[src/user_io_types_pkg.sv]
// Data types and widths shared by the RTL and the testbench.
// Joystick and status words are filled least significant byte first.
`default_nettype none

package user_io_types_pkg;

	// one SPI or register bus data byte
	typedef logic [7:0] byte_t;

	// digital joystick word, byte 0 in bits 7:0
	typedef logic [31:0] joystick_t;

	// core status word as sent by the I/O controller
	typedef logic [63:0] status_t;

	// buttons, switches and video mode bits
	typedef logic [7:0] but_sw_t;

	// internal register bus address
	typedef logic [4:0] wb_adr_t;

	localparam int JOY_BYTES    = 4;
	localparam int STATUS_BYTES = 8;

endpackage

`default_nettype wire
[src/byte_sync.sv]
// Moves received bytes from the SPI_CLK domain into clk_sys.
// Relies on rx_byte_i and rx_first_i staying stable for one
// byte time after rx_toggle_i flips; new_byte_o lags 2 to 3 cycles.
`timescale 1ns/1ns
`default_nettype none

module byte_sync
	import user_io_types_pkg::*;
(
	input  logic  clk_sys,
	input  logic  SPI_SS_IO,
	input  byte_t rx_byte_i,
	input  logic  rx_toggle_i,
	input  logic  rx_first_i,
	output byte_t byte_o,
	output logic  new_byte_o,
	output logic  first_o
);
	logic [1:0] tog_sync;
	logic       tog_d;
	logic       toggled;

	assign toggled = tog_sync[1] ^ tog_d;

	always_ff @(posedge clk_sys or posedge SPI_SS_IO) begin
		if (SPI_SS_IO) begin
			tog_sync   <= '0;
			tog_d      <= 1'b0;
			new_byte_o <= 1'b0;
		end else begin
			tog_sync   <= {tog_sync[0], rx_toggle_i};
			tog_d      <= tog_sync[1];
			new_byte_o <= toggled;
		end
	end

	// data crossed long before the toggle got through the synchronizer
	always_ff @(posedge clk_sys) begin
		if (toggled) begin
			byte_o  <= rx_byte_i;
			first_o <= rx_first_i;
		end
	end

endmodule

`default_nettype wire

[config.mk]
export PLATFORM = sky130hd
export DESIGN_NAME = byte_sync
export DESIGN_NICKNAME = d
export VERILOG_FILES = /design/src/user_io_types_pkg.sv /design/src/byte_sync.sv
export SDC_FILE = /design/constraint.sdc
export NUM_CORES = 1
export LEC_CHECK = 0
export BUFFER_PORTS_ARGS = -buffer_cell sky130_fd_sc_hd__buf_4
export CELL_PAD_IN_SITES_DETAIL_PLACEMENT = 2
export CELL_PAD_IN_SITES_GLOBAL_PLACEMENT = 2
export CORE_MARGIN = 2
export CORE_UTILIZATION = 23
export CTS_CLUSTER_DIAMETER = 60
export DETAILED_ROUTE_END_ITERATION = 6
export HOLD_SLACK_MARGIN = 0.15
export PLACE_DENSITY_LB_ADDON = 0.2
export SLEW_MARGIN = 10
export SYNTH_ARGS = -nofsm -noshare
export SYNTH_HDL_FRONTEND = slang
export SYNTH_SLANG_ARGS = --single-unit
export TNS_END_PERCENT = 5
[constraint.sdc]
create_clock -name clk_sys -period 1.2 [get_ports clk_sys]
set_input_delay 0.12 -clock clk_sys [delete_from_list [all_inputs] [get_ports clk_sys]]
set_output_delay 0.12 -clock clk_sys [all_outputs]
set_load 0.05 [all_outputs]
Word-level counts from Yosys, hierarchy flattened

Index checks and enable logic that the tools add are counted.

Flip-flop bits (word level): 13
Input port bits: 12
Output and inout bits: 10
Logic and storage cells: 6

Bitwise operators: 1

Operator list:

| kind          | count |
|---|---|
| $xor A1 B1 Y1 | 1 |

Depth between registers and ports, before layout

Gate-level depths: netlist of the first run.

Depth in word-level cells: 1
Mapped depth: 1
Gate-level depth less buffers: 1

Worst setup path after synthesis of the first run

No wires, ideal clock.

Path type: register to register
Start: register tog_d
End: register byte_o[0] (enable)
Setup time: 0.379 ns
Data arrival time: 0.890 ns
Data required time: 0.821 ns
Slack: -0.069 ns
Cell stages (with the launch flop): 2
Path buffers: 0
Period minus slack after synthesis: 1.269 ns
Path through: dfrtp_1 -> xor2_1

Cells in the longest elaborated chain, start to end: 1

RTL lines:

| item                   | RTL line        | RTL |
|---|---|---|
| from (decl)            | byte_sync.sv:20 | `logic tog_d;` |
| from (signal assigned) | byte_sync.sv:32 | `tog_d <= tog_sync[1];` |
| $xor A1 B1 Y1          | byte_sync.sv:23 | `assign toggled = tog_sync[1] ^ tog_d;` |
| named net toggled      | byte_sync.sv:21 | `logic toggled;` |
| to (signal assigned)   | byte_sync.sv:40 | `byte_o <= rx_byte_i;` |
| to (decl)              | byte_sync.sv:15 | `output byte_t byte_o,` |

The timed path passes the listed nets, and every way through them passes these cells.
A chain may end at the register's enable or synchronous reset.

Final worst setup path of the first run

Start: register tog_d
End: register byte_o[1] (enable)

Same word-level chain as after synthesis.

==> impl_metrics.tcl, run 1 <==
set metrics [dict create \
    post_drt_wl_per_cell_um 12.2 \
    clkSlewWorstSetupHoldPaths_ps 80 \
    hold_violations 0 \
    syn_inst 15 \
    maxCapViolations 0 \
    yosysUniqueCellTypes 4 \
    gp_congestion 0.655 \
    p_per_area_nw_per_um2 1410 \
    p_sw_share_pct 27.3 \
    die_h_um 44.8 \
    ctsHoldBuffers 11 \
    synthTopCellsByArea "edfxtp_1, dfrtp_1, xor2_1" \
    grt_usage_pct 10.4 \
    max_freq_mhz 970 \
    crit_arrival_ps 1020 \
    clock_path_buffers 2 \
    overflow 0 \
    power.internal_w 0.000739 \
    cts_buffers 3 \
    fp.dieW_um 44.8 \
    diodes 0 \
    min_period_ps 1030 \
    syn_area_um2 383 \
    pwr-share-seq_pct 52.2 \
    synth_top_area_share_pct 70.6 \
    grt_pass1_wl_um 1350 \
    core_area_um2 1540 \
    ys_ff_latch 13 \
    grt_pass1_vias 322 \
    core.rowCount 14 \
    areaGrowthSynthToFinish_pct 87.9 \
    vias_per_cell 3.91 \
    min_path_type "input pin to asynchronous set/reset pin" \
    yosysWarnings 0 \
    setup_viol 0 \
    startpoint_type "flip-flop" \
    htreeDepth 1 \
    layout-drive-gt1-share_pct 50.9 \
    clock-sinks 13 \
    wl_um 842 \
    clock_latency_ps 270 \
    fin_crit_sh_pct 85.9 \
    clockPowerShare_pct 25.8 \
    die-area_um2 2010 \
    setup_tns_ps 0 \
    end_kind "flip-flop" \
    cts_tree "yes" \
    start_util_pct 24.8 \
    tightest_slew_ps 143 \
    final_common_cell "buf_4" \
    report.final.slew_viol_count 0 \
    critPathMaxFanout 7 \
    grt_start_max_net_pins 8 \
    drtIter0Drc 1 \
    post-route-drc-count 0 \
    ant_nets 0 \
    pin_count 22 \
    comb_power_share_pct 22.0 \
    cts_setup_buffers 0 \
    skew_ps 3.45 \
    worstPathRequired_ps 1190 \
    status "finished clean" \
    antenna_found_initial 0 \
    hold-worst-slack_ps 272 \
    final_cell_mix "buf_4, dlygate4sd3_1, edfxtp_1" \
    synth_nets 27 \
    num_vias 270 \
    syn_avg_cell_area_um2 25.5 \
    cts-root-buf "clkbuf_4" \
    rsz0062_at_grt "no" \
    synth_seq_area_share_pct 96.7 \
    synth_top_area_cell "edfxtp_1" \
    slew_headroom_pct 90.5 \
    path_class "flip-flop to flip-flop" \
    fin_nets 66 \
    peakVddDrop_uv 554 \
    p_leak_nw 0.317 \
    drtPass1Iterations 2 \
    p_sw_w 0.000278 \
    port_buffers 21 \
    ctsResizeCount 0 \
]
stage by stage:
step | setup WS, ps | utilization [%] | power [W] | instances | instance area (um^2)
final | 170 | 46.7 | 0.00102 | 69 | 719
after global routing | 114 | 46.7 | 0.00106 | 69 | 719
after CTS | 158 | 46.7 | 0.00103 | 69 | 719
after detailed placement | 165 | 37.8 | 0.000740 | 54 | 583
after global placement | 197 | 37.8 | 0.000734 | 54 | 583
after floorplan | 90.2 | - | 0.000654 | 15 | 390
logic make-up after synthesis:
family    Yosys count  share of synthesized area (%)
xor+xnor            1                           2.29
flops              13                           96.7
buf+inv             1                          0.979
critical path, stage by stage, from the launching register on:
cell and delay [ps]:
dfrtp_1 400, xor2_2 170, buf_4 180
synthesized netlist by cell type:
master    count
dfrtp_1       4
inv_1         1
xor2_1        1
edfxtp_1      9
flip-flops by register name, indices dropped and copies added, names as in the netlist:
register	cells
byte_o	8
tog_sync	2
new_byte_o	1
tog_d	1
first_o	1
layout make-up:
class                           count  area (um^2)
Clock buffer                        4         26.3
Fill cell                         159          822
Inverter                            1         3.75
Multi-Input combinational cell      1         16.3
Sequential cell                    13          370
Tap cell                           16         20.0
Timing Repair Buffer               34          283
power by group through the flow:
stage / Sequential [W] / Combinational, W / Clock, W
6_report: 0.000531 / 0.000224 / 0.000262
5_1_grt: 0.000535 / 0.000237 / 0.000289
4_1_cts: 0.000533 / 0.000227 / 0.000273
3_5_place_dp: 0.000543 / 0.000198 / 0
3_3_place_gp: 0.000540 / 0.000194 / 0
2_1_floorplan: 0.000641 / 0.0000135 / 0
path summary, 6_finish.rpt:
check,end,from,slack [ps],cells after the start
min in group clk_sys,tog_sync[1],tog_sync[0],360,0
setup reg to reg,byte_o[1],tog_d,170,2
max in group asynchronous,new_byte_o,SPI_SS_IO,780,3
hold reg to reg,tog_sync[1],tog_sync[0],360,0
setup / recovery,byte_o[1],tog_d,170,2
hold / removal,tog_sync[0],SPI_SS_IO,270,3
layer usage:
| layer | GRT usage (%) | vias up | share of wire [%] |
|---|---|---|---|
| li1 | - | 128 | - |
| met1 | 11.3 | 123 | 40 |
| met2 | 16.8 | 17 | 50 |
| met3 | 2.80 | 2 | 8.4 |
| met4 | 8.82 | 0 | 2.0 |
| met5 | 0 | - | 0 |
Note: power is estimated with default switching activity, not from simulation.
==> run 2: changes to the inputs <==
BUFFER_PORTS_ARGS = -buffer_cell sky130_fd_sc_hd__buf_2   (was -buffer_cell sky130_fd_sc_hd__buf_4)
CORE_ASPECT_RATIO = 1.2   (was unset)
==> run 2 against run 1 <==
  * Setup slack got worse by 4.2 ps
  * Clock skew about the same
  * Critical endpoint is now byte_o[7]
  * Largest cell class unchanged
  * Critical path depth unchanged
==> impl_metrics.tcl, run 2 (synthesized netlist as in run 1, its figures left out) <==
set metrics [dict create \
    status "finished clean" \
    slew_headroom_pct 82.8 \
    layout-drive-gt1-share_pct 50.9 \
    setup_tns_ps 0 \
    drtIter0Drc 3 \
    port_buffers 21 \
    p_leak_nw 0.299 \
    skew_ps 3.11 \
    ctsHoldBuffers 11 \
    rsz0062_at_grt "no" \
    p_per_area_nw_per_um2 1470 \
    post_drt_wl_per_cell_um 10.4 \
    cts_tree "yes" \
    post-route-drc-count 0 \
    fin_crit_sh_pct 86.2 \
    grt_start_max_net_pins 8 \
    fill_cells 171 \
    areaGrowthSynthToFinish_pct 74.8 \
    largest_register_ffs 8 \
    setup_viol 0 \
    reg2reg_from "tog_d" \
    cp_num_buf_inv 1 \
    clock_latency_ps 270 \
    num_vias 261 \
    peakVddDrop_uv 570 \
    drtPass1Iterations 2 \
    overflow 0 \
    diodes 0 \
    antenna_found_initial 0 \
    crit_start "tog_d" \
    pin_count 22 \
    die-area_um2 2010 \
    cts_buffers 3 \
    final_cell_mix "buf_2, dlygate4sd3_1, edfxtp_1" \
    vias_per_cell 3.68 \
    clock-sinks 13 \
    crit_slowest_cell "dfrtp_1" \
    cts-root-buf "clkbuf_4" \
    fin_area_um2 669 \
    cts_setup_buffers 0 \
    critPathMaxFanout 6 \
    crit_chain "xor2_2 > buf_4" \
    hold_violations 0 \
    min_period_ps 1030 \
    max_freq_mhz 967 \
    maxCapViolations 0 \
    start_util_pct 23.9 \
    worstPathRequired_ps 1180 \
    crit_family "flip-flops" \
    placed_area_um2 533 \
    core.rowCount 16 \
    core_area_um2 1600 \
    tightest_slew_ps 259 \
    crit_arrival_ps 1020 \
    report.final.slew_viol_count 0 \
    wl_um 738 \
    path_class "flip-flop to flip-flop" \
    grt_pass1_vias 297 \
    end_kind "flip-flop" \
    grt_pass1_wl_um 1140 \
    ant_nets 0 \
    ctsResizeCount 0 \
    clock_path_buffers 2 \
    fin_nets 66 \
    min_path_type "input pin to asynchronous set/reset pin" \
    slowest_delay_ps 400 \
    fp.dieW_um 41.2 \
    gp_congestion 0.543 \
    final_common_cell "buf_2" \
    largest_register "byte_o" \
    htreeDepth 1 \
    reg_top3 "byte_o: 8 flops, tog_sync: 2 flops" \
    clkSlewWorstSetupHoldPaths_ps 70 \
    startpoint_type "flip-flop" \
    grt_usage_pct 9.00 \
    die_h_um 48.7 \
]
run 2: cell type report:
| cell class | count | area, um^2 | area share [%] |
|---|---|---|---|
| flip-flops and latches | 13 | 370 | 55.3 |
| multi-input cells | 1 | 16.3 | 2.43 |
| well taps | 18 | 22.5 | 3.36 |
| clock buffers | 4 | 26.3 | 3.93 |
| inverters | 1 | 3.75 | 0.561 |
| repair buffers | 34 | 230 | 34.4 |
run 2: report_power, final:
part,internal [W],leakage (nW),switching [W]
Combinational,0.0000646,0.149,0.000132
Sequential,0.000520,0.135,0.00000887
Clock,0.000128,0.0150,0.000128
run 2: worst reg2reg max path: stages, from the launching register on:
cell,delay (ps)
dfrtp_1,400
xor2_2,180
buf_4,170
run 2: path summary, 6_finish.rpt:
| kind | slack (ps) | depth (start not counted) | endpoint |
|---|---|---|---|
| setup / recovery | 170 | 2 | byte_o[7] |
| hold / removal | 260 | 3 | new_byte_o |
| setup reg to reg | 170 | 2 | byte_o[7] |
| hold reg to reg | 370 | 0 | tog_sync[1] |
| max in group asynchronous | 800 | 3 | tog_d |
| min in group clk_sys | 370 | 0 | tog_sync[1] |
run 2: routing by layer:
| metal | wire length (um) | vias up | part of all wire (%) | global-route usage, % |
|---|---|---|---|---|
| met4 | 0 | 0 | 0 | 4.84 |
| met1 | 222 | 121 | 30 | 6.71 |
| met3 | 44 | 0 | 6.0 | 4.13 |
| met5 | 0 | - | 0 | 0 |
| li1 | - | 128 | - | - |
| met2 | 472 | 12 | 64 | 16.4 |
run 2: through the flow:
step / power, W / instances / hold WS (ps) / utilization (%) / setup slack [ps]
after detailed placement: 0.000711 / 56 / 3.55 / 33.3 / 159
after global placement: 0.000706 / 56 / -6.79 / 33.3 / 203
after CTS: 0.00100 / 71 / 253 / 41.8 / 143
final: 0.000982 / 71 / 257 / 41.8 / 165
after global routing: 0.00104 / 71 / 259 / 41.8 / 135
after floorplan: 0.000654 / 15 / -114 / - / 90.2
