$ cat src/user_io_types_pkg.sv
// Data types and widths shared by the RTL and the testbench.
// Joystick and status words are filled least significant byte first.
`default_nettype none

package user_io_types_pkg;

	// one SPI or register bus data byte
	typedef logic [7:0] byte_t;

	// digital joystick word, byte 0 in bits 7:0
	typedef logic [31:0] joystick_t;

	// core status word as sent by the I/O controller
	typedef logic [63:0] status_t;

	// buttons, switches and video mode bits
	typedef logic [7:0] but_sw_t;

	// internal register bus address
	typedef logic [4:0] wb_adr_t;

	localparam int JOY_BYTES    = 4;
	localparam int STATUS_BYTES = 8;

endpackage

`default_nettype wire
$ cat src/user_io_cmd_pkg.sv
// SPI command codes, register bus map and the core type byte.
// Register addresses are byte addresses; multi-byte registers
// take base plus byte index.
`default_nettype none

package user_io_cmd_pkg;
	import user_io_types_pkg::*;

	localparam byte_t CMD_BUT_SW = 8'h01;
	localparam byte_t CMD_KBD    = 8'h05;
	localparam byte_t CMD_STATUS = 8'h1e;
	localparam byte_t CMD_LEDS   = 8'h1f;
	localparam byte_t CMD_JOY0   = 8'h60;
	localparam byte_t CMD_JOY1   = 8'h61;

	// answered on MISO during the first byte of every transfer
	localparam byte_t CORE_TYPE = 8'ha4;

	// PS/2 prefix codes
	localparam byte_t KBD_EXT   = 8'he0;
	localparam byte_t KBD_BREAK = 8'hf0;

	localparam wb_adr_t ADR_BUT_SW = 5'd0;
	localparam wb_adr_t ADR_JOY0   = 5'd4;
	localparam wb_adr_t ADR_JOY1   = 5'd8;
	localparam wb_adr_t ADR_STATUS = 5'd16;

endpackage

`default_nettype wire

$ cat src/wb_if.sv
// Wishbone classic register bus, write only, one byte per cycle.
// The slave answers one cycle after stb, for one cycle.
`timescale 1ns/1ns
`default_nettype none

interface wb_if;
	logic                       cyc;
	logic                       stb;
	logic                       we;
	user_io_types_pkg::wb_adr_t adr;
	user_io_types_pkg::byte_t   dat_w;
	logic                       ack;

	// decoder side
	modport master (output cyc, stb, we, adr, dat_w, input ack);

	// register block side
	modport slave (input cyc, stb, we, adr, dat_w, output ack);
endinterface

`default_nettype wire

$ cat src/cmd_decoder.sv
// Command decoder in clk_sys. Turns each data byte of a known
// command into one register bus write, and decodes PS/2 codes.
// Bytes must arrive far enough apart for a write to finish;
// a byte arriving during a pending write is dropped.
`timescale 1ns/1ns
`default_nettype none

module cmd_decoder
	import user_io_types_pkg::*, user_io_cmd_pkg::*;
(
	input  logic  clk_sys,
	input  logic  SPI_SS_IO,
	input  byte_t byte_i,
	input  logic  new_byte_i,
	input  logic  first_i,
	wb_if.master  bus,
	output byte_t key_code_o,
	output logic  key_pressed_o,
	output logic  key_extended_o,
	output logic  key_strobe_o
);
	byte_t      cmd;
	// index of the data byte, 0 is the byte after the command
	logic [3:0] byte_idx;
	logic       data_byte;
	logic       wr_hit;
	wb_adr_t    wr_adr;
	logic       wr_start;
	logic       kbd_byte;
	logic       kbd_prefix;
	logic       ev_pressed;
	logic       ev_extended;
	logic       pressed_q;
	logic       extended_q;

	assign data_byte = new_byte_i && !first_i;

	always_comb begin
		wr_hit = 1'b0;
		wr_adr = ADR_BUT_SW;
		case (cmd)
			CMD_BUT_SW: wr_hit = (byte_idx == 4'd0);
			CMD_JOY0: begin
				wr_hit = (byte_idx < JOY_BYTES);
				wr_adr = ADR_JOY0 + wb_adr_t'(byte_idx[1:0]);
			end
			CMD_JOY1: begin
				wr_hit = (byte_idx < JOY_BYTES);
				wr_adr = ADR_JOY1 + wb_adr_t'(byte_idx[1:0]);
			end
			CMD_STATUS: begin
				wr_hit = (byte_idx < STATUS_BYTES);
				wr_adr = ADR_STATUS + wb_adr_t'(byte_idx[2:0]);
			end
			default: wr_hit = 1'b0;
		endcase
	end

	assign wr_start = data_byte && wr_hit && !bus.cyc;

	// keyboard event state restarts with the first data byte
	assign kbd_byte    = data_byte && (cmd == CMD_KBD);
	assign kbd_prefix  = (byte_i == KBD_EXT) || (byte_i == KBD_BREAK);
	assign ev_pressed  = (byte_idx == 4'd0) ? 1'b1 : pressed_q;
	assign ev_extended = (byte_idx == 4'd0) ? 1'b0 : extended_q;

	always_ff @(posedge clk_sys or posedge SPI_SS_IO) begin
		if (SPI_SS_IO) begin
			cmd          <= '0;
			byte_idx     <= '0;
			bus.cyc      <= 1'b0;
			bus.stb      <= 1'b0;
			bus.we       <= 1'b0;
			key_strobe_o <= 1'b0;
		end else begin
			key_strobe_o <= kbd_byte && !kbd_prefix;
			if (new_byte_i && first_i) begin
				cmd      <= byte_i;
				byte_idx <= '0;
			end else if (data_byte && byte_idx != 4'hf) begin
				byte_idx <= byte_idx + 4'd1;
			end
			if (bus.cyc && bus.ack) begin
				bus.cyc <= 1'b0;
				bus.stb <= 1'b0;
				bus.we  <= 1'b0;
			end else if (wr_start) begin
				bus.cyc <= 1'b1;
				bus.stb <= 1'b1;
				bus.we  <= 1'b1;
			end
		end
	end

	always_ff @(posedge clk_sys) begin
		if (wr_start) begin
			bus.adr   <= wr_adr;
			bus.dat_w <= byte_i;
		end
		if (kbd_byte) begin
			if (byte_i == KBD_EXT) begin
				extended_q <= 1'b1;
				pressed_q  <= ev_pressed;
			end else if (byte_i == KBD_BREAK) begin
				pressed_q  <= 1'b0;
				extended_q <= ev_extended;
			end else begin
				key_code_o     <= byte_i;
				key_pressed_o  <= ev_pressed;
				key_extended_o <= ev_extended;
				// flags carry on to the next code of the transfer
				pressed_q      <= ev_pressed;
				extended_q     <= ev_extended;
			end
		end
	end

endmodule

`default_nettype wire

$ cat src/flat_wrapper.sv
// flat-port wrapper written by rule: the top's interface ports become plain ports
module cmd_decoder_flat import user_io_types_pkg::*, user_io_cmd_pkg::*;
  (clk_sys, SPI_SS_IO, byte_i, new_byte_i, first_i, key_code_o, key_pressed_o, key_extended_o, key_strobe_o, bus_cyc, bus_stb, bus_we, bus_adr, bus_dat_w, bus_ack);
  wb_if bus_i ();
  input  logic clk_sys;
  input  logic SPI_SS_IO;
  input  byte_t byte_i;
  input  logic new_byte_i;
  input  logic first_i;
  output byte_t key_code_o;
  output logic key_pressed_o;
  output logic key_extended_o;
  output logic key_strobe_o;
  output wire logic [$bits(bus_i.cyc)-1:0] bus_cyc;
  output wire logic [$bits(bus_i.stb)-1:0] bus_stb;
  output wire logic [$bits(bus_i.we)-1:0] bus_we;
  output wire logic [$bits(bus_i.adr)-1:0] bus_adr;
  output wire logic [$bits(bus_i.dat_w)-1:0] bus_dat_w;
  input wire logic [$bits(bus_i.ack)-1:0] bus_ack;
  assign bus_cyc = bus_i.cyc;
  assign bus_stb = bus_i.stb;
  assign bus_we = bus_i.we;
  assign bus_adr = bus_i.adr;
  assign bus_dat_w = bus_i.dat_w;
  assign bus_i.ack = bus_ack;
  cmd_decoder u_core (.clk_sys(clk_sys), .SPI_SS_IO(SPI_SS_IO), .byte_i(byte_i), .new_byte_i(new_byte_i), .first_i(first_i), .bus(bus_i), .key_code_o(key_code_o), .key_pressed_o(key_pressed_o), .key_extended_o(key_extended_o), .key_strobe_o(key_strobe_o));
endmodule
$ cat config.mk
export PLATFORM = sky130hd
export DESIGN_NAME = cmd_decoder_flat
export DESIGN_NICKNAME = d
export VERILOG_FILES = /design/src/user_io_types_pkg.sv /design/src/user_io_cmd_pkg.sv /design/src/wb_if.sv /design/src/cmd_decoder.sv /design/src/flat_wrapper.sv
export SDC_FILE = /design/constraint.sdc
export NUM_CORES = 1
export LEC_CHECK = 0
export BUFFER_PORTS_ARGS = -buffer_cell sky130_fd_sc_hd__buf_2
export CORE_MARGIN = 2
export CORE_UTILIZATION = 55
export DETAILED_ROUTE_END_ITERATION = 7
export PLACE_DENSITY = 0.89
export SYNTH_ARGS = -nofsm -noshare
export SYNTH_HDL_FRONTEND = slang
export SYNTH_SLANG_ARGS = --single-unit
$ cat constraint.sdc
create_clock -name clk_sys -period 4.72 [get_ports clk_sys]
set_input_delay 0.236 -clock clk_sys [delete_from_list [all_inputs] [get_ports clk_sys]]
set_output_delay 0.236 -clock clk_sys [all_outputs]
set_load 0.02 [all_outputs]
# Yosys cells after proc, flatten, opt, wreduce, memory -nomap -nowiden
# Cells that the tools add are included.
[totals]
word_cells = 54
register_bits = 39
out_inout_bits = 27
input_bits = 13
[op_classes]
reduce_logical = 17
muxes = 10
eq_ne = 8
addsub = 4
n_lt_le_gt_ge = 2
n_bitwise = 2
[ops]
columns = ["operator", "count"]
rows = [
  ["$eq A8 B7 Y1 const B", 2],
  ["$eq A8 B8 Y1 const B", 2],
  ["$pmux W5 S3", 1],
  ["$eq A8 B1 Y1 const B", 1],
  ["$eq A8 B3 Y1 const B", 1],
  ["$eq A8 B5 Y1 const B", 1],
  ["$logic_and A1 B1 Y1", 8],
  ["$mux W4", 2],
  ["$mux W1", 6],
  ["$add A4 B2 Y5 const A", 1],
  ["$add A5 B3 Y5 const A", 1],
  ["$add A3 B2 Y4 const A", 1],
  ["$add A4 B1 Y4 const B", 1],
  ["$logic_not A4 Y1", 1],
  ["$lt A4 B3 Y1 const B", 1],
  ["$lt A4 B4 Y1 const B", 1],
  ["$ne A4 B4 Y1 const B", 1],
  ["$reduce_bool A2 Y1", 2],
  ["$logic_not A1 Y1", 3],
  ["$pmux W1 S3", 1],
  ["$reduce_and A3 Y1", 1],
  ["$not A1 Y1", 2],
  ["$reduce_or A2 Y1", 1],
  ["$logic_or A1 B1 Y1", 1],
]

# Longest topological paths before layout
[depth]
ltp_word = 7
depth_mapped = 5
ltp_nobuf = 5

# Least setup slack after synthesis
# Ideal clock, no wire load.
[synth_timing]
path_kind = "register -> register"
startpoint = "reg u_core.cmd[5]"
endpoint = "reg u_core.bus.adr[0], enable pin"
stages_incl_launch_ff = 5
period_less_slack_ns = 2.493
setup_slack_ns = 2.227
path_buffers = 0
arrival_ns = 2.095
setup_time_ns = 0.398
t_required_ns = 4.322
path_cell_list = "dfrtp_1 -> or3b_1 -> a211oi_2 -> nor2_1 -> a2111oi_2"
[synth_via]
elab_chain_cells = 5
word_cells_on_any_way = 8
cone_classes = "eq/ne: 4; mux: 1; reduce/logical: 3"
[synth_rtl]
columns = ["element", "line", "source"]
rows = [
  ["start: declaration", "cmd_decoder.sv:22", "byte_t cmd;"],
  ["start signal: assignment", "cmd_decoder.sv:78", "cmd <= byte_i;"],
  ["$eq A8 B7 Y1", "cmd_decoder.sv:41", "case (cmd)"],
  ["$reduce_or A2 Y1 (no line)", "--", ""],
  ["$pmux W1 S3 (*)", "cmd_decoder.sv:41", ""],
  ["$logic_and A1 B1 Y1 (*) (2 in series)", "cmd_decoder.sv:59", "assign wr_start = data_byte && wr_hit && !bus.cyc;"],
  ["via u_core.wr_start", "cmd_decoder.sv:28", "logic wr_start;"],
  ["end signal: assignment", "cmd_decoder.sv:97", "bus.adr <= wr_adr;"],
  ["end: declaration", "wb_if.sv:15", "modport master (output cyc, stb, we, adr, dat_w, input ack);"],
]
# Mark *: on every way through the listed nets, which the timed path passes. The rest lies on a longest branch.
# A chain may end at the register's enable or synchronous reset.

# Final worst setup path
[layout_timing]
startpoint = "reg u_core.cmd[0]"
endpoint = "reg u_core.key_code_o[5], enable pin"
[layout_via]
elab_chain_cells = 3
[layout_rtl]
columns = ["element", "line", "source"]
rows = [
  ["$eq A8 B3 Y1", "cmd_decoder.sv:62", "assign kbd_byte = data_byte && (cmd == CMD_KBD);"],
  ["$logic_and A1 B1 Y1", "cmd_decoder.sv:62", ""],
  ["via u_core.kbd_byte", "cmd_decoder.sv:29", "logic kbd_byte;"],
  ["$reduce_and A3 Y1 (no line)", "--", ""],
  ["end signal: assignment", "cmd_decoder.sv:108", "key_code_o <= byte_i;"],
  ["end: declaration", "cmd_decoder.sv:17", "output byte_t key_code_o,"],
]
# The timed path passes the listed nets, and every way through them passes these cells.

==> out/qor.csv <==
metric;value;unit
P&R area growth vs syn;20.7;%
initial antenna violation count;0;
clk_skew;0.00800;ns
Synth top cells by count;edfxtp_1, dfrtp_1, mux2_2;
relative slew slack;40.0;%
Clock Path Buffers;2;
Slew @ Worst Pin;0.897;ns
Final Hold Vio Count;0;
post-synthesis async set-or-reset flop share;35.9;%
status;finished, final reports clean;
clock-pin slew of the registers on the worst-case setup and hold paths;0.11;ns
post-synth cell types;36;
IO Pins;40;
H-tree Lvls;2;
fill count;188;
DP HPWL;2330;um
FP Rows;19;
Max FO, Critical Path;11;
DRT iter0 DRCs;28;
most common cell in the netlist;edfxtp_1;
Synth area leader;edfxtp_1;
Final ANT Viol Nets;0;
leakage;0.796;nW
global-route usage over all layers;19.5;%
Finish-stage setup viols;0;
Final period util;55.4;%
Max-Cap Viols;0;
Tmin final;2.62;ns
sequential area share after synthesis;68.4;%
DRC;0;
final worst slack;2.10;ns
starting density of the core;58.4;%
Cell Pwr Density;375;nW/um2
critical path startpoint category;flop;
CP arrival;2.59;ns
drt via density;5.66;
unrepaired setup endpoints after global routing;false;
final wirelength;3100;um
Core ar.;2760;um2
CP endpoint kind;flop;
Post-Syn Instances;109;
Worst Path Class, Setup;reg -> reg;
Die Area;3380;um2
DRT Pass-1 Iters;4;
Seq cells post-synth;39;
routed vias;1053;
global-route wire length before repair;4670;um
CTS tree;done;
net count after synthesis;124;
total grt overflow;0;
setup_tns;0;ns
syn_area_per_cell;14.8;um2
total CTS buffers;5;
# diodes;0;
Post-Synthesis Cell Area;1610;um2
worst-skew pair later-pin latency;0.34;ns
Min-Delay Path Class;in -> reg;
fin nets;169;
main area contributors after synthesis;edfxtp_1, dfrtp_1, mux2_2;
vias in the first global route;983;
post-route total power;0.730;mW
root buf cell;clkbuf_4;
ys flop type;edfxtp_1;
Worst EP required;4.70;ns
die extent in y;58.1;um
Synth top area share;46.6;%
post_cts resized;0;
worst vdd ir;0.370;mV
RePlAce Congestion;0.775;
layout cells sized above 1;41.3;%
Synth Warn #;0;
IO buf count;39;
Die X-Extent;58.1;um
largest net degree at the start of global routing;15;
CTS sink count;39;
fin. max-slew vios;0;
Fmax achieved;382;MHz
Post-synth EDFFs;25;
pre-CTS setup slack;2.15;ns
routed wire length per instance;16.7;um
power by group:
part	total (mW)	internal [mW]	switching (mW)
Sequential	0.395	0.378	0.0169
Combinational	0.0649	0.0300	0.0349
Clock	0.270	0.165	0.105
Total	0.730	0.574	0.156
flip-flops by register name (all words and copies together), names as in the netlist:
signal,count
u_core.pressed_q,1
u_core.key_pressed_o,1
u_core.byte_idx,4
u_core.bus.adr,5
u_core.bus.cyc,1
u_core.key_strobe_o,1
u_core.key_code_o,8
u_core.bus.dat_w,8
u_core.extended_q,1
u_core.cmd,8
u_core.key_extended_o,1
area by class of cell:
| type | instances | area (um2) | area share [%] |
|---|---|---|---|
| well taps | 31 | 38.8 | 1.99 |
| multi-input cells | 61 | 468 | 24.1 |
| clock inverters | 2 | 60.1 | 3.09 |
| flip-flops and latches | 39 | 1100 | 56.6 |
| clock buffers | 6 | 41.3 | 2.12 |
| repair buffers | 41 | 213 | 10.9 |
| inverters | 6 | 22.5 | 1.16 |
through the flow:
step / hold WS [ns] / instances / area, um2 / utilization [%]
floorplan: 0.125 / 109 / 1610 / -
global placement: 0.297 / 177 / 1830 / 66.5
detailed placement: 0.303 / 177 / 1830 / 66.5
CTS: 0.0767 / 186 / 1940 / 70.5
global route: 0.0890 / 186 / 1940 / 70.5
finish: 0.0870 / 186 / 1940 / 70.5
final timing paths:
path | from | endpoint | slack, ns | depth (start not counted)
min in group asynchronous | SPI_SS_IO | u_core.byte_idx[2]$_DFFE_PP0P_ | 0.46 | 3
setup / recovery | u_core.cmd[0]$_DFFE_PP0P_ | u_core.key_code_o[5]$_DFFE_PP_ | 2.10 | 3
hold reg to reg | u_core.pressed_q$_DFFE_PP_ | u_core.key_pressed_o$_DFFE_PP_ | 0.54 | 1
hold / removal | first_i | u_core.byte_idx[2]$_DFFE_PP0P_ | 0.09 | 2
setup reg to reg | u_core.cmd[0]$_DFFE_PP0P_ | u_core.key_code_o[5]$_DFFE_PP_ | 2.10 | 3
max in group asynchronous | SPI_SS_IO | u_core.cmd[6]$_DFFE_PP0P_ | 3.89 | 3
repair_timing:
action | CTS | global route
buffers inserted | 0 | 0
hold buffers | 1 | 0
hold endpoints to repair | 14 | 0
layer usage:
metal / wire length (um) / track usage [%]
met1: 1230 / 23.1
met2: 1610 / 32.8
met3: 203 / 6.47
met4: 57 / 7.97
met5: 0 / 0
layout by cell type, fill, tap and decap left out, types with 2 or more instances in the layout:
| master | count |
|---|---|
| nand4b_1 | 2 |
| nor4_2 | 2 |
| xnor2_1 | 2 |
| nand2b_1 | 2 |
| nand3_1 | 2 |
| mux2_2 | 8 |
| nor4_1 | 2 |
| or2_2 | 2 |
| ha_1 | 2 |
| edfxtp_1 | 25 |
| clkbuf_4 | 5 |
| nand2_1 | 6 |
| inv_1 | 6 |
| dfrtp_1 | 14 |
| buf_2 | 39 |
| nor2b_1 | 3 |
| nor2_1 | 3 |
| bufinv_16 | 2 |
| a31oi_1 | 2 |
| o21ai_0 | 3 |
| and2_1 | 2 |
| a21oi_1 | 3 |
critical path: stages, from the launching register on:
cell and delay (ns):
dfrtp_1 0.47, or3b_1 0.42, nor4_1 0.57, nor2b_1 0.80
logic make-up after synthesis:
kind of cell,after synthesis,synth area share (%)
buffers and inverters,9,2.56
multiplexers,8,5.59
AO/OA/AOI/OAI,17,7.93
adder cells (fa/ha/maj),2,1.55
flip-flops,39,68.4
XOR/XNOR,2,1.09
AND/OR/NAND/NOR,32,12.9
No activity file was read; power rests on OpenSTA's default activity.
