--- src/user_io_types_pkg.sv ---
// Data types and widths shared by the RTL and the testbench.
// Joystick and status words are filled least significant byte first.
`default_nettype none

package user_io_types_pkg;

	// one SPI or register bus data byte
	typedef logic [7:0] byte_t;

	// digital joystick word, byte 0 in bits 7:0
	typedef logic [31:0] joystick_t;

	// core status word as sent by the I/O controller
	typedef logic [63:0] status_t;

	// buttons, switches and video mode bits
	typedef logic [7:0] but_sw_t;

	// internal register bus address
	typedef logic [4:0] wb_adr_t;

	localparam int JOY_BYTES    = 4;
	localparam int STATUS_BYTES = 8;

endpackage

`default_nettype wire
--- src/user_io_cmd_pkg.sv ---
// SPI command codes, register bus map and the core type byte.
// Register addresses are byte addresses; multi-byte registers
// take base plus byte index.
`default_nettype none

package user_io_cmd_pkg;
	import user_io_types_pkg::*;

	localparam byte_t CMD_BUT_SW = 8'h01;
	localparam byte_t CMD_KBD    = 8'h05;
	localparam byte_t CMD_STATUS = 8'h1e;
	localparam byte_t CMD_LEDS   = 8'h1f;
	localparam byte_t CMD_JOY0   = 8'h60;
	localparam byte_t CMD_JOY1   = 8'h61;

	// answered on MISO during the first byte of every transfer
	localparam byte_t CORE_TYPE = 8'ha4;

	// PS/2 prefix codes
	localparam byte_t KBD_EXT   = 8'he0;
	localparam byte_t KBD_BREAK = 8'hf0;

	localparam wb_adr_t ADR_BUT_SW = 5'd0;
	localparam wb_adr_t ADR_JOY0   = 5'd4;
	localparam wb_adr_t ADR_JOY1   = 5'd8;
	localparam wb_adr_t ADR_STATUS = 5'd16;

endpackage

`default_nettype wire

--- src/wb_if.sv ---
// Wishbone classic register bus, write only, one byte per cycle.
// The slave answers one cycle after stb, for one cycle.
`timescale 1ns/1ns
`default_nettype none

interface wb_if;
	logic                       cyc;
	logic                       stb;
	logic                       we;
	user_io_types_pkg::wb_adr_t adr;
	user_io_types_pkg::byte_t   dat_w;
	logic                       ack;

	// decoder side
	modport master (output cyc, stb, we, adr, dat_w, input ack);

	// register block side
	modport slave (input cyc, stb, we, adr, dat_w, output ack);
endinterface

`default_nettype wire

--- src/io_regs.sv ---
// Output register block on the internal Wishbone bus.
// Registers hold no reset value and are undefined until written.
// Unused addresses are acknowledged and ignored.
`timescale 1ns/1ns
`default_nettype none

module io_regs
	import user_io_types_pkg::*, user_io_cmd_pkg::*;
(
	input  logic      clk_sys,
	input  logic      SPI_SS_IO,
	wb_if.slave       bus,
	output but_sw_t   but_sw_o,
	output joystick_t joystick_0_o,
	output joystick_t joystick_1_o,
	output status_t   status_o
);
	logic       wr_en;
	logic [1:0] joy_lane;
	logic [2:0] st_lane;

	// write on the edge that raises ack
	assign wr_en    = bus.cyc && bus.stb && bus.we && !bus.ack;
	assign joy_lane = bus.adr[1:0];
	assign st_lane  = bus.adr[2:0];

	always_ff @(posedge clk_sys or posedge SPI_SS_IO) begin
		if (SPI_SS_IO)
			bus.ack <= 1'b0;
		else
			bus.ack <= bus.cyc && bus.stb && !bus.ack;
	end

	always_ff @(posedge clk_sys) begin
		if (wr_en) begin
			if (bus.adr == ADR_BUT_SW)
				but_sw_o <= bus.dat_w;
			// joystick bases are 4-byte aligned, status 8-byte aligned
			if (bus.adr[4:2] == ADR_JOY0[4:2])
				joystick_0_o[{joy_lane, 3'b000} +: 8] <= bus.dat_w;
			if (bus.adr[4:2] == ADR_JOY1[4:2])
				joystick_1_o[{joy_lane, 3'b000} +: 8] <= bus.dat_w;
			if (bus.adr[4:3] == ADR_STATUS[4:3])
				status_o[{st_lane, 3'b000} +: 8] <= bus.dat_w;
		end
	end

endmodule

`default_nettype wire

--- src/flat_wrapper.sv ---
// flat-port wrapper written by rule: the top's interface ports become plain ports
module io_regs_flat import user_io_types_pkg::*, user_io_cmd_pkg::*;
  (clk_sys, SPI_SS_IO, but_sw_o, joystick_0_o, joystick_1_o, status_o, bus_cyc, bus_stb, bus_we, bus_adr, bus_dat_w, bus_ack);
  wb_if bus_i ();
  input  logic clk_sys;
  input  logic SPI_SS_IO;
  output but_sw_t but_sw_o;
  output joystick_t joystick_0_o;
  output joystick_t joystick_1_o;
  output status_t status_o;
  input wire logic [$bits(bus_i.cyc)-1:0] bus_cyc;
  input wire logic [$bits(bus_i.stb)-1:0] bus_stb;
  input wire logic [$bits(bus_i.we)-1:0] bus_we;
  input wire logic [$bits(bus_i.adr)-1:0] bus_adr;
  input wire logic [$bits(bus_i.dat_w)-1:0] bus_dat_w;
  output wire logic [$bits(bus_i.ack)-1:0] bus_ack;
  assign bus_i.cyc = bus_cyc;
  assign bus_i.stb = bus_stb;
  assign bus_i.we = bus_we;
  assign bus_i.adr = bus_adr;
  assign bus_i.dat_w = bus_dat_w;
  assign bus_ack = bus_i.ack;
  io_regs u_core (.clk_sys(clk_sys), .SPI_SS_IO(SPI_SS_IO), .bus(bus_i), .but_sw_o(but_sw_o), .joystick_0_o(joystick_0_o), .joystick_1_o(joystick_1_o), .status_o(status_o));
endmodule
--- config.mk ---
export PLATFORM = sky130hd
export DESIGN_NAME = io_regs_flat
export DESIGN_NICKNAME = d
export VERILOG_FILES = /design/src/user_io_types_pkg.sv /design/src/user_io_cmd_pkg.sv /design/src/wb_if.sv /design/src/io_regs.sv /design/src/flat_wrapper.sv
export SDC_FILE = /design/constraint.sdc
export NUM_CORES = 1
export LEC_CHECK = 0
export ABC_AREA = 1
export BUFFER_PORTS_ARGS = -buffer_cell sky130_fd_sc_hd__buf_2
export CORE_MARGIN = 2
export CORE_UTILIZATION = 45
export CTS_CLUSTER_DIAMETER = 120
export DETAILED_ROUTE_END_ITERATION = 16
export PLACE_DENSITY = 0.75
export SETUP_SLACK_MARGIN = 0.3
export SYNTH_ARGS = -nofsm -noshare
export SYNTH_HDL_FRONTEND = slang
export SYNTH_SLANG_ARGS = --single-unit
export TNS_END_PERCENT = 1
--- constraint.sdc ---
create_clock -name clk_sys -period 1.6 [get_ports clk_sys]
set_clock_uncertainty 0.1 [all_clocks]
set_input_delay 0.16 -clock clk_sys [delete_from_list [all_inputs] [get_ports clk_sys]]
set_output_delay 0.16 -clock clk_sys [all_outputs]
set_load 0.005 [all_outputs]
# Word-level counts from Yosys, hierarchy flattened
# Index checks and enable logic that the tools add are counted.
dict set report totals {
  wordCells 27
  reg_bits 137
  out_inout_bits 137
  in_bits 18
}
dict set report classes {
  add_sub_neg 2
  mux 3
  reduce_logical 10
  eq_ne 3
  n_shift 4
}
# op n
set ops {}
lappend ops {{$bwmux 32} 2}
lappend ops {{$bwmux 64} 1}
lappend ops {{$shift 8x8->64 const A} 1}
lappend ops {{$shiftx 8x8->64} 1}
lappend ops {{$shift 8x7->32 const A} 1}
lappend ops {{$shiftx 8x7->32} 1}
lappend ops {{$neg 6->8} 1}
lappend ops {{$reduce_and 2->1} 4}
lappend ops {{$neg 5->7} 1}
lappend ops {{$logic_not 5->1} 1}
lappend ops {{$logic_and 1x1->1} 4}
lappend ops {{$eq 3x1->1 const B} 1}
lappend ops {{$eq 3x2->1 const B} 1}
lappend ops {{$eq 2x2->1 const B} 1}
lappend ops {{$logic_not 1->1} 1}

# Logic depth before layout (Yosys ltp)
# Gate-level depths: netlist of the first run.
dict set report logic_depth {
  word_depth 4
  ltp_mapped 8
}

# Worst setup path before layout of the first run
# No wires, ideal clock.
dict set report synth_timing {
  path_type {input to register}
  start {input bus_adr[0]}
  end {register u_core.status_o[56] (enable)}
  n_path_buf 1
  arrival_time_ps 1568
  required_time_ps 1130
  cell_stages 7
  slack_ps -439
  cell_sequence {inv_2 ha_1 ha_1 inv_1 buf_2 nand2_1 nor2_1}
}
# item line_no
set synth_rtl {}
lappend synth_rtl {{start, declared} flat_wrapper.sv:14} ;# input wire logic [$bits(bus_i.adr)-1:0] bus_adr;
lappend synth_rtl {{end signal, assigned by index} io_regs.sv:44} ;# status_o[{st_lane, 3'b000} +: 8] <= bus.dat_w;
lappend synth_rtl {{end, declared} io_regs.sv:16} ;# output status_t status_o

# Final worst setup path of the first run
dict set report layout_timing {
  start {register u_core.bus.ack}
  end {register u_core.joystick_1_o[21] (enable)}
}
dict set report layout_between {
  elab_chain_cells 3
}
# item line_no
set layout_rtl {}
lappend layout_rtl {{start, declared} wb_if.sv:18} ;# modport slave (input cyc, stb, we, adr, dat_w, output ack);
lappend layout_rtl {{start signal, assigned} io_regs.sv:31} ;# bus.ack <= bus.cyc && bus.stb && !bus.ack;
lappend layout_rtl {{$logic_not 1->1} io_regs.sv:23} ;# assign wr_en = bus.cyc && bus.stb && bus.we && !bus.ack;
lappend layout_rtl {{$logic_and 1x1->1} io_regs.sv:23}
lappend layout_rtl {{$reduce_and 2->1 (no source line)} -}
lappend layout_rtl {{end signal, assigned by index} io_regs.sv:42} ;# joystick_1_o[{joy_lane, 3'b000} +: 8] <= bus.dat_w;
lappend layout_rtl {{end, declared} io_regs.sv:15} ;# output joystick_t joystick_1_o,
# Every way passes these cells.
# A chain may end at the register's enable or synchronous reset.

==> flow_metrics.py, run 1 <==
metrics = {
    "status": {
        "status": "finished, final reports clean",
    },
    "setup_path": {
        "worstSetupStartpointType": "register",
        "critPathCaptureType": "register",
        "crit_chain": "nor2_4 > nand2_4 > nor2_4",
        "slowest_delay_ps": 410,
        "crit_required_ps": 1690,
        "worstSetupPathType": "reg2reg",
        "critical-path-top-delay-family": "simple AND/OR/NAND/NOR gates",
        "slowest_stage": "dfrtp_1",
        "path_buf_inv": 0,
        "crit_arrival_ps": 1630,
        "cpMostUsedCell": "nor2_4",
        "cp_max_fo": 8,
    },
    "placement": {
        "gp_congestion": 0.8250,
        "dp.cells": 644,
        "dp_hpwl_um": 8346,
        "portBuffers": 154,
        "dpl_cell_area_sq_mm": 0.006329,
    },
    "synth": {
        "synthTopCellsByCount": "136 x edfxtp_1, 117 x nor2_1, 22 x inv_1",
        "yosys-mux-area-fraction_pct": 0,
        "yosysMostFrequentCell": "edfxtp_1",
        "yosysUniqueCellTypes": 14,
        "synth_top_family_by_area": "simple AND/OR/NAND/NOR gates",
        "synth-seq-cells": 137,
        "yosysWarningCount": 0,
        "yosys.area.top_type": "edfxtp_1",
        "synth_xor_area_share_pct": 0,
        "synth-seq-area-share_pct": 83.31,
        "synth_edf_count": 136,
        "synth_ff_type": "edfxtp_1",
        "syn-instance-count": 328,
        "synthSimpleGateAreaFrac_pct": 12.81,
        "yosys.area_share.adder_pct": 1.522,
        "syn_area_per_cell_sq_um": 15.04,
        "synth.area.top_cells": "edfxtp_1 83%, nor2_1 8.9%, inv_1 1.7%",
        "synth_area_sq_mm": 0.004932,
        "synthArstFlopShare_pct": 0.7299,
        "synth-compound-area-share_pct": 0,
        "synth_fp_nets": 352,
        "synth_top_cell_area_share_pct": 82.80,
    },
    "drt": {
        "routed_wl_um": 11870,
        "ant_nets": 0,
        "vias": 3405,
        "via_per_inst": 4.935,
        "drc_errors": 0,
        "first_iter_violations": 264,
        "firstDrtPassIters": 4,
        "wl_per_cell_um": 17.20,
    },
    "final_layout": {
        "nets": 561,
        "syn_to_final_growth_pct": 42.95,
        "finalNonFillerCells": 690,
        "fill_cells": 794,
        "fin_util_pct": 65.61,
        "drive_above_1_share_pct": 46.18,
        "n_antenna_cell": 0,
        "final_area_sq_mm": 0.007051,
    },
    "sta": {
        "worst_pin_slew_ps": 398.0,
        "final_max_slew_viol_count": 0,
        "setup_violations": 0,
        "hold_viol": 0,
        "rsz0062_at_grt": "yes",
        "fmax_mhz": 648.3,
        "finalCritPeriodShare_pct": 96.40,
        "slew_headroom_pct": 73.44,
        "fin_crit_ps": 1542,
    },
    "cts": {
        "cts_tree": "yes",
        "cts_num_sinks": 137,
        "cts-htree-levels": 4,
        "root_buffer": "clkbuf_8",
        "numCtsBuffers": 17,
        "clk_latency_ps": 510,
        "clk_pin_slew_ps": 60,
        "max-clock-path-buffers": 2,
    },
    "power": {
        "power.total_uw": 7965,
        "power.leakage_uw": 0.003136,
        "vdd_ir_drop_max_mv": 0.8373,
        "p_per_area_mw_per_mm2": 1130,
    },
    "die": {
        "dieArea_sq_mm": 0.01181,
        "rows": 38,
        "die-height_um": 108.7,
        "dieWidth_um": 108.7,
        "start_util_pct": 45.90,
        "core_sq_mm": 0.01075,
        "ios": 155,
    },
    "global_route": {
        "grt_max_degree": 17,
        "grt_pass1_vias": 3396,
        "grt_pass1_wl_um": 17630,
        "antenna_found_initial": 0,
        "grt_overflow": 0,
        "track_usage_pct": 21.22,
    },
    "flow_run": {
        "max-cap-violations": 0,
    },
    "hold_path": {
        "hold_path.class": "in2reg",
    },
}
-- kinds of logic after synthesis --
family / Yosys count
buf+inv: 30
flops: 137
fa+ha+maj: 6
simple gates: 155
-- per-stage QoR --
| stage | worst slack, ps | hold WS, ps | setup TNS, ps |
|---|---|---|---|
| global placement | -167.0 | -107.9 | -13290 |
| floorplan | 60.22 | -211.3 | 0 |
| CTS | 77.18 | 97.56 | 0 |
| detailed placement | -214.4 | -100.3 | -18250 |
| finish | 57.60 | 132.5 | 0 |
| global route | 24.37 | 117.5 | 0 |
-- layout make-up --
type,count,area (sq um),area share [%]
clock inverters,14,132.6,1.881
multi-input cells,161,974.7,13.82
well taps,140,175.2,2.484
repair buffers,197,1136,16.11
clock buffers,18,417.9,5.927
flip-flops and latches,137,4109,58.28
inverters,23,105.1,1.491
-- where the power goes --
group	total, uW	switching [uW]	internal, uW
combinational	428	273	155
sequential	3930	2.33	3930
clock	3600	1410	2190
total	7970	1690	6280
-- state kept, by name (all words and copies together), names as in the netlist --
| signal | cells |
|---|---|
| u_core.bus.ack | 1 |
| u_core.but_sw_o | 8 |
| u_core.joystick_0_o | 32 |
| u_core.joystick_1_o | 32 |
| u_core.status_o | 64 |
-- worst register-to-register path, cell delays in order, from the launching register on --
cell and delay, ps:
dfrtp_1 410, nor2_4 250, nand2_4 160, nor2_4 290
-- routing by layer --
metal	track usage, %	wire [um]	share of wire, %
met1	25.02	4508	38
met2	35.85	5986	50
met3	6.336	967	8.1
met4	9.890	405	3.4
met5	0	0	0
-- path summary, 6_finish.rpt --
kind	start	end	slack, ps	cells after the start
setup / recovery	u_core.bus.ack	u_core.joystick_1_o[21]	60	3
hold / removal	bus_adr[4]	u_core.joystick_0_o[26]	130	4
setup reg to reg	u_core.bus.ack	u_core.joystick_1_o[21]	60	3
hold reg to reg	u_core.bus.ack	u_core.bus.ack	520	2
max in group asynchronous	SPI_SS_IO	u_core.bus.ack	810	4
min in group asynchronous	SPI_SS_IO	u_core.bus.ack	500	4
-- repair_timing --
| item | in CTS | in global routing |
|---|---|---|
| hold endpoints to repair | 23 | 0 |
| buffers inserted | 2 | 0 |
| gates resized for setup | 4 | 0 |
| gates cloned | 0 | 0 |
| hold buffers | 12 | 0 |
| pin swaps | 9 | 1 |
| endpoints found under the setup margin | 199 | 271 |
-- placed cells by master, fill, tap and decap left out --
master / instances
nand2_2: 4
clkinv_2: 4
nor2_4: 20
nor2_1: 97
clkinv_1: 3
buf_2: 154
inv_2: 2
clkbuf_1: 1
ha_1: 3
inv_4: 1
bufinv_16: 2
nand2_1: 13
nor3_2: 1
nand2_8: 1
clkinv_4: 3
edfxtp_1: 136
buf_12: 1
nor2_2: 1
nand3_4: 3
nand4_4: 1
clkinvlp_4: 2
dfrtp_1: 1
dlygate4sd3_1: 12
clkbuf_8: 1
inv_1: 19
nand3_1: 5
clkbuf_16: 16
ha_4: 3
nor3_1: 6
buf_4: 30
inv_16: 1
nand2_4: 3
Power figures use the tool's default switching activity.
==> run 2: changes to the inputs <==
--- a/config.mk
+++ b/config.mk
@@ -5,13 +5,12 @@
 export SDC_FILE = /design/constraint.sdc
 export NUM_CORES = 1
 export LEC_CHECK = 0
-export ABC_AREA = 1
 export BUFFER_PORTS_ARGS = -buffer_cell sky130_fd_sc_hd__buf_2
 export CORE_MARGIN = 2
-export CORE_UTILIZATION = 45
+export CORE_UTILIZATION = 50
 export CTS_CLUSTER_DIAMETER = 120
 export DETAILED_ROUTE_END_ITERATION = 16
-export PLACE_DENSITY = 0.75
+export PLACE_DENSITY = 0.78
 export SETUP_SLACK_MARGIN = 0.3
 export SYNTH_ARGS = -nofsm -noshare
 export SYNTH_HDL_FRONTEND = slang
==> constraint.sdc (replaced) <==
create_clock -name clk_sys -period 1.52 [get_ports clk_sys]
set_clock_uncertainty 0.1 [all_clocks]
set_input_delay 0.152 -clock clk_sys [delete_from_list [all_inputs] [get_ports clk_sys]]
set_output_delay 0.152 -clock clk_sys [all_outputs]
set_load 0.005 [all_outputs]
==> run 2 against run 1 <==
  * The run now ends with setup timing left
  * Setup slack lost 180 ps
  * Sequential share of layout area shrank 5.0 points
  * Maximum frequency decreased by 6.3%
  * Highest routed layer unchanged
  * Largest cell class unchanged
  * Cell area increased by 9.4%
  * Combinational power rose by 36%
  * Critical path type unchanged
  * Sequential power up 5.6%
  * Die area fell by 4.0%
==> flow_metrics.py, run 2 <==
metrics = {
    "status": {
        "status": "complete, but fails checks",
        "violations": "setup timing",
    },
    "die": {
        "start_util_pct": 51.13,
        "ios": 155,
        "die-height_um": 106.5,
        "dieArea_sq_mm": 0.01135,
        "dieWidth_um": 106.5,
        "core_sq_mm": 0.01028,
        "rows": 37,
    },
    "global_route": {
        "track_usage_pct": 22.99,
        "grt_max_degree": 17,
        "grt_pass1_wl_um": 18680,
        "grt_overflow": 0,
        "antenna_found_initial": 0,
        "grt_pass1_vias": 3420,
    },
    "setup_path": {
        "crit_path_end": "u_core.status_o[20]",
        "slowest_delay_ps": 390,
        "critical-path-top-delay-family": "simple AND/OR/NAND/NOR gates",
        "crit_start": "u_core.bus.ack",
        "path_depth": 4,
        "critPathCaptureType": "register",
        "rr_startpoint": "u_core.bus.ack",
        "reg2reg_to": "u_core.status_o[20]",
        "worstSetupStartpointType": "register",
        "reg2reg_slack_ps": -130,
        "r2r_cells": 4,
        "crit_arrival_ps": 1780,
        "crit_required_ps": 1650,
        "cp_max_fo": 8,
        "path_buf_inv": 2,
        "slowest_stage": "dfrtp_1",
        "crit_chain": "nand4b_4 > buf_12 > nor4_4 > buf_6",
        "worstSetupPathType": "reg2reg",
    },
    "placement": {
        "dpl_cell_area_sq_mm": 0.006583,
        "portBuffers": 154,
        "gp_congestion": 0.7762,
        "dp_hpwl_um": 8301,
    },
    "final_layout": {
        "reg_top3": "u_core.status_o: 64 flops, u_core.joystick_0_o: 32 flops, u_core.joystick_1_o: 32 flops",
        "multi_input_area_sq_mm": 0.001315,
        "final_common_cell": "buf_2",
        "register_area_sq_mm": 0.004109,
        "largest_reg_flops": 64,
        "top_register": "u_core.status_o",
        "mostFrequentLayoutCells": "151 x buf_2, 136 x edfxtp_1, 56 x and2_1",
        "fin_util_pct": 75.03,
        "syn_to_final_growth_pct": 46.74,
        "nets": 556,
        "n_antenna_cell": 0,
        "fill_cells": 646,
        "final_area_sq_mm": 0.007711,
        "drive_above_1_share_pct": 53.21,
    },
    "hold_path": {
        "min_path_cells": 2,
        "hold_path.class": "in2reg",
    },
    "drt": {
        "first_iter_violations": 200,
        "drc_errors": 0,
        "vias": 3444,
        "via_per_inst": 5.057,
        "wl_per_cell_um": 18.77,
        "routed_wl_um": 12790,
        "firstDrtPassIters": 4,
        "ant_nets": 0,
    },
    "sta": {
        "fmax_mhz": 607.7,
        "rsz0062_at_grt": "yes",
        "finalCritPeriodShare_pct": 108.3,
        "slew_headroom_pct": 69.34,
        "worst_slack_ps": -125.5,
        "hold_viol": 0,
        "fin_setup_tns_ps": -7315,
        "worst_pin_slew_ps": 457.9,
        "final_max_slew_viol_count": 0,
        "setup_violations": 136,
        "fin_crit_ps": 1646,
    },
    "synth": {
        "syn_area_per_cell_sq_um": 17.01,
        "yosysWarningCount": 0,
        "synth-seq-cells": 137,
        "yosys.area.top_type": "edfxtp_1",
        "synthArstFlopShare_pct": 0.7299,
        "synth_ff_type": "edfxtp_1",
        "synthTopCellsByCount": "136 x edfxtp_1, 56 x and2_1, 35 x nor3_1",
        "synth.area.top_cells": "edfxtp_1 78%, and2_1 6.7%, nor3_1 3.3%",
        "synth_fp_nets": 333,
        "synth-seq-area-share_pct": 78.19,
        "yosysUniqueCellTypes": 33,
        "synth_edf_count": 136,
        "syn-instance-count": 309,
        "yosysMostFrequentCell": "edfxtp_1",
        "synth_area_sq_mm": 0.005255,
        "synth_top_cell_area_share_pct": 77.71,
    },
    "cts": {
        "cts_tree": "yes",
        "cts_num_sinks": 137,
        "cts-htree-levels": 4,
        "max-clock-path-buffers": 2,
        "clk_latency_ps": 510,
        "root_buffer": "clkbuf_8",
        "numCtsBuffers": 17,
        "clk_pin_slew_ps": 60,
    },
    "power": {
        "power.leakage_uw": 0.002731,
        "power.total_uw": 8923,
        "vdd_ir_drop_max_mv": 0.6800,
        "p_per_area_mw_per_mm2": 1157,
    },
    "flow_run": {
        "max-cap-violations": 0,
    },
}
[run 2: changes by cell type in the layout (fill, tap and decap cells not counted), sizes merged, moves of 5 or more]
cell,change
nor2,-117
and2,+56
nor3,+38
nand2,-19
buf,+18
nand3,-8
nor3b,+8
and3,+5
clkinv,-5
inv,-5
[run 2: stage by stage]
| stage | instances | worst slack (ps) | hold WS, ps |
|---|---|---|---|
| floorplan | 309 | -735.8 | -219.3 |
| global placement | 634 | -627.3 | -116.3 |
| detailed placement | 634 | -671.6 | -111.0 |
| CTS | 679 | -167.3 | 11.75 |
| global route | 681 | -187.3 | 6.755 |
| finish | 681 | -125.5 | 24.17 |
[run 2: worst min path at each step]
| stage | startpoint | endpoint | slack, ps |
|---|---|---|---|
| 2_1_floorplan | SPI_SS_IO | u_core.bus.ack | -220 |
| 3_3_place_gp | SPI_SS_IO | u_core.bus.ack | -120 |
| 3_5_place_dp | SPI_SS_IO | u_core.bus.ack | -110 |
| 4_1_cts | bus_dat_w[2] | u_core.status_o[58] | 10 |
| 5_1_grt | bus_dat_w[2] | u_core.status_o[58] | 7 |
| 6_report | bus_dat_w[2] | u_core.status_o[58] | 20 |
[run 2: per-layer routing]
metal	track usage, %	share of wire (%)	up-vias
met4	9.276	2.0	0
met2	37.96	51	162
li1	-	-	1599
met5	0	0	-
met1	29.12	40	1665
met3	6.070	7.2	18
[run 2: kinds of logic (layout without fill, tap and decap cells)]
kind of cell | count (synthesis) | after routing | synth area share [%]
flip-flops | 137 | 137 | 78.19
AND/OR/NAND/NOR | 137 | 137 | 17.71
adder cells (fa/ha/maj) | 6 | 6 | 1.429
AO/OA/AOI/OAI | 1 | 1 | 0.2143
buffers and inverters | 28 | 264 | 2.452
[run 2: worst register-to-register path, delay by kind of cell (launching register included)]
kind          cells  cell delay, ps
buf+inv           2             370
simple gates      2             510
flops             1             390
[run 2: layout make-up]
| type | count | area share (%) |
|---|---|---|
| flip-flops and latches | 137 | 53.29 |
| repair buffers | 216 | 18.61 |
| multi-input cells | 144 | 17.05 |
| clock buffers | 19 | 5.468 |
| clock inverters | 13 | 2.499 |
| well taps | 136 | 2.207 |
| inverters | 16 | 0.8762 |
[run 2: power breakdown]
part | switching, uW | internal [uW] | total [uW]
clock network | 1510 | 2680 | 4190
logic | 331 | 249 | 581
registers | 3.50 | 4140 | 4150
total | 1850 | 7070 | 8920
[run 2: repair_timing]
| item | CTS | global route |
|---|---|---|
| setup buffers | 1 | 1 |
| cloned | 1 | 1 |
| pin swaps | 5 | 21 |
| endpoints found under the hold margin | 9 | 0 |
| hold buffers | 11 | 0 |
| resized for setup | 26 | 47 |
| endpoints found under the setup margin | 313 | 312 |
==> run 3: changes to the inputs <==
==> constraint.sdc (replaced) <==
create_clock -name clk_sys -period 1.9 [get_ports clk_sys]
set_clock_uncertainty 0.1 [all_clocks]
set_input_delay 0.19 -clock clk_sys [delete_from_list [all_inputs] [get_ports clk_sys]]
set_output_delay 0.19 -clock clk_sys [all_outputs]
set_load 0.005 [all_outputs]
==> run 3 against run 2 <==
  * The flow now finishes without violations
  * Non-clock buffer count fell by 2
  * Sequential power fell by 20%
  * Hold slack improved by 130 ps
  * First-iteration DRC count fell by 25%
  * Core utilization fell by 2.9 points
  * Cell count fell by 0.29%
  * Critical endpoint is now u_core.status_o[62]
  * Die area did not move
  * Maximum frequency rose by 1.9%
  * Sequential cell count did not move
  * Routed wire length fell by 3.6%
  * Sequential share of layout area rose by 2.1 points
  * Largest power group unchanged
  * Setup slack improved by 410 ps
==> flow_metrics.py, run 3 (same netlist as run 2, synthesis figures left out) <==
metrics = {
    "cts": {
        "cts_num_sinks": 137,
        "max-clock-path-buffers": 2,
        "clk_pin_slew_ps": 60,
        "numCtsBuffers": 17,
        "cts-htree-levels": 4,
        "cts_tree": "yes",
        "clk_latency_ps": 510,
        "root_buffer": "clkbuf_8",
    },
    "power": {
        "power.leakage_uw": 0.002583,
        "vdd_ir_drop_max_mv": 0.5050,
        "p_per_area_mw_per_mm2": 984.9,
    },
    "setup_path": {
        "crit_arrival_ps": 1730,
        "slowest_delay_ps": 370,
        "worstSetupStartpointType": "register",
        "cp_max_fo": 8,
        "critPathCaptureType": "register",
        "crit_required_ps": 2020,
        "worstSetupPathType": "reg2reg",
        "slowest_stage": "dfrtp_1",
        "critical-path-top-delay-family": "buffers and inverters",
        "path_buf_inv": 3,
        "crit_chain": "nand4b_4 > buf_12 > buf_6 > nor3b_2 > buf_4",
    },
    "drt": {
        "firstDrtPassIters": 4,
        "ant_nets": 0,
        "routed_wl_um": 12330,
        "via_per_inst": 5.021,
        "first_iter_violations": 151,
        "wl_per_cell_um": 18.15,
        "drc_errors": 0,
        "vias": 3409,
    },
    "sta": {
        "rsz0062_at_grt": "yes",
        "final_max_slew_viol_count": 0,
        "setup_violations": 0,
        "whs_ps": 158.0,
        "hold_viol": 0,
        "worst_pin_slew_ps": 431.9,
        "finalCritPeriodShare_pct": 84.97,
        "slew_headroom_pct": 71.19,
        "fin_crit_ps": 1614,
        "fmax_mhz": 619.4,
    },
    "flow_run": {
        "max-cap-violations": 0,
    },
    "final_layout": {
        "drive_above_1_share_pct": 49.54,
        "mostFrequentLayoutCells": "154 x buf_2, 136 x edfxtp_1, 56 x and2_1",
        "syn_to_final_growth_pct": 41.12,
        "nets": 554,
        "reg_top3": "u_core.status_o: 64 flops, u_core.joystick_0_o: 32 flops, u_core.joystick_1_o: 32 flops",
        "register_area_sq_mm": 0.004109,
        "fill_cells": 689,
        "n_antenna_cell": 0,
        "multi_input_area_sq_mm": 0.001145,
        "largest_reg_flops": 64,
        "final_common_cell": "buf_2",
        "final_area_sq_mm": 0.007416,
        "fin_util_pct": 72.16,
        "top_register": "u_core.status_o",
    },
    "placement": {
        "portBuffers": 154,
        "dp_hpwl_um": 8091,
        "dpl_cell_area_sq_mm": 0.006528,
        "gp_congestion": 0.7751,
    },
    "global_route": {
        "track_usage_pct": 22.69,
        "grt_overflow": 0,
        "grt_pass1_wl_um": 18570,
        "grt_pass1_vias": 3371,
        "grt_max_degree": 17,
        "antenna_found_initial": 0,
    },
    "die": {
        "dieWidth_um": 106.5,
        "die-height_um": 106.5,
        "ios": 155,
        "start_util_pct": 51.13,
        "core_sq_mm": 0.01028,
        "dieArea_sq_mm": 0.01135,
        "rows": 37,
    },
    "status": {
        "status": "finished, final reports clean",
    },
    "hold_path": {
        "hold_path.class": "in2reg",
    },
}
[run 3: repair_timing]
item	in CTS	in global routing
hold endpoints to repair	10	0
pin swaps	1	2
resized for setup	16	4
setup buffers	4	1
setup endpoints to repair	92	136
hold buffers	12	0
[run 3: routing by layer]
layer	vias up	track usage, %	wire length, um
met3	6	6.315	830
met2	157	37.68	6211
met4	0	5.844	74
met1	1659	29.83	5210
li1	1587	-	-
met5	-	0	0
[run 3: layout make-up]
| type | instances | area share [%] |
|---|---|---|
| clock buffers | 20 | 5.736 |
| clock inverters | 12 | 2.986 |
| inverters | 16 | 0.8436 |
| multi-input cells | 144 | 15.44 |
| flip-flops and latches | 137 | 55.41 |
| well taps | 136 | 2.295 |
| repair buffers | 214 | 17.29 |
[run 3: through the flow]
stage	worst slack (ps)	power, uW	TNS (ps)	cells
after floorplan	-393.8	3576	-38030	309
after global placement	-286.0	3714	-7125	630
after detailed placement	-318.4	3725	-8873	630
after CTS	254.4	7339	0	678
after global routing	219.5	7496	0	679
final	285.6	7304	0	679
[run 3: where the power goes]
| part | total [uW] | switching (uW) | internal (uW) |
|---|---|---|---|
| registers | 3320 | 2.61 | 3320 |
| logic | 387 | 225 | 162 |
| clock network | 3600 | 1200 | 2400 |
| total | 7300 | 1430 | 5870 |
[run 3: final timing paths]
path | startpoint | to | slack [ps] | depth (start not counted)
min | bus_adr[3] | u_core.but_sw_o[0] | 160 | 4
min in group asynchronous | SPI_SS_IO | u_core.bus.ack | 520 | 4
min reg2reg | u_core.bus.ack | u_core.bus.ack | 510 | 3
max | u_core.bus.ack | u_core.status_o[62] | 290 | 5
max in group asynchronous | SPI_SS_IO | u_core.bus.ack | 1090 | 4
max reg2reg | u_core.bus.ack | u_core.status_o[62] | 290 | 5
[run 3: worst min-delay path: stages]
cell    delay [ps]
buf_2          100
or3_1          110
nor3_2          40
buf_4          160
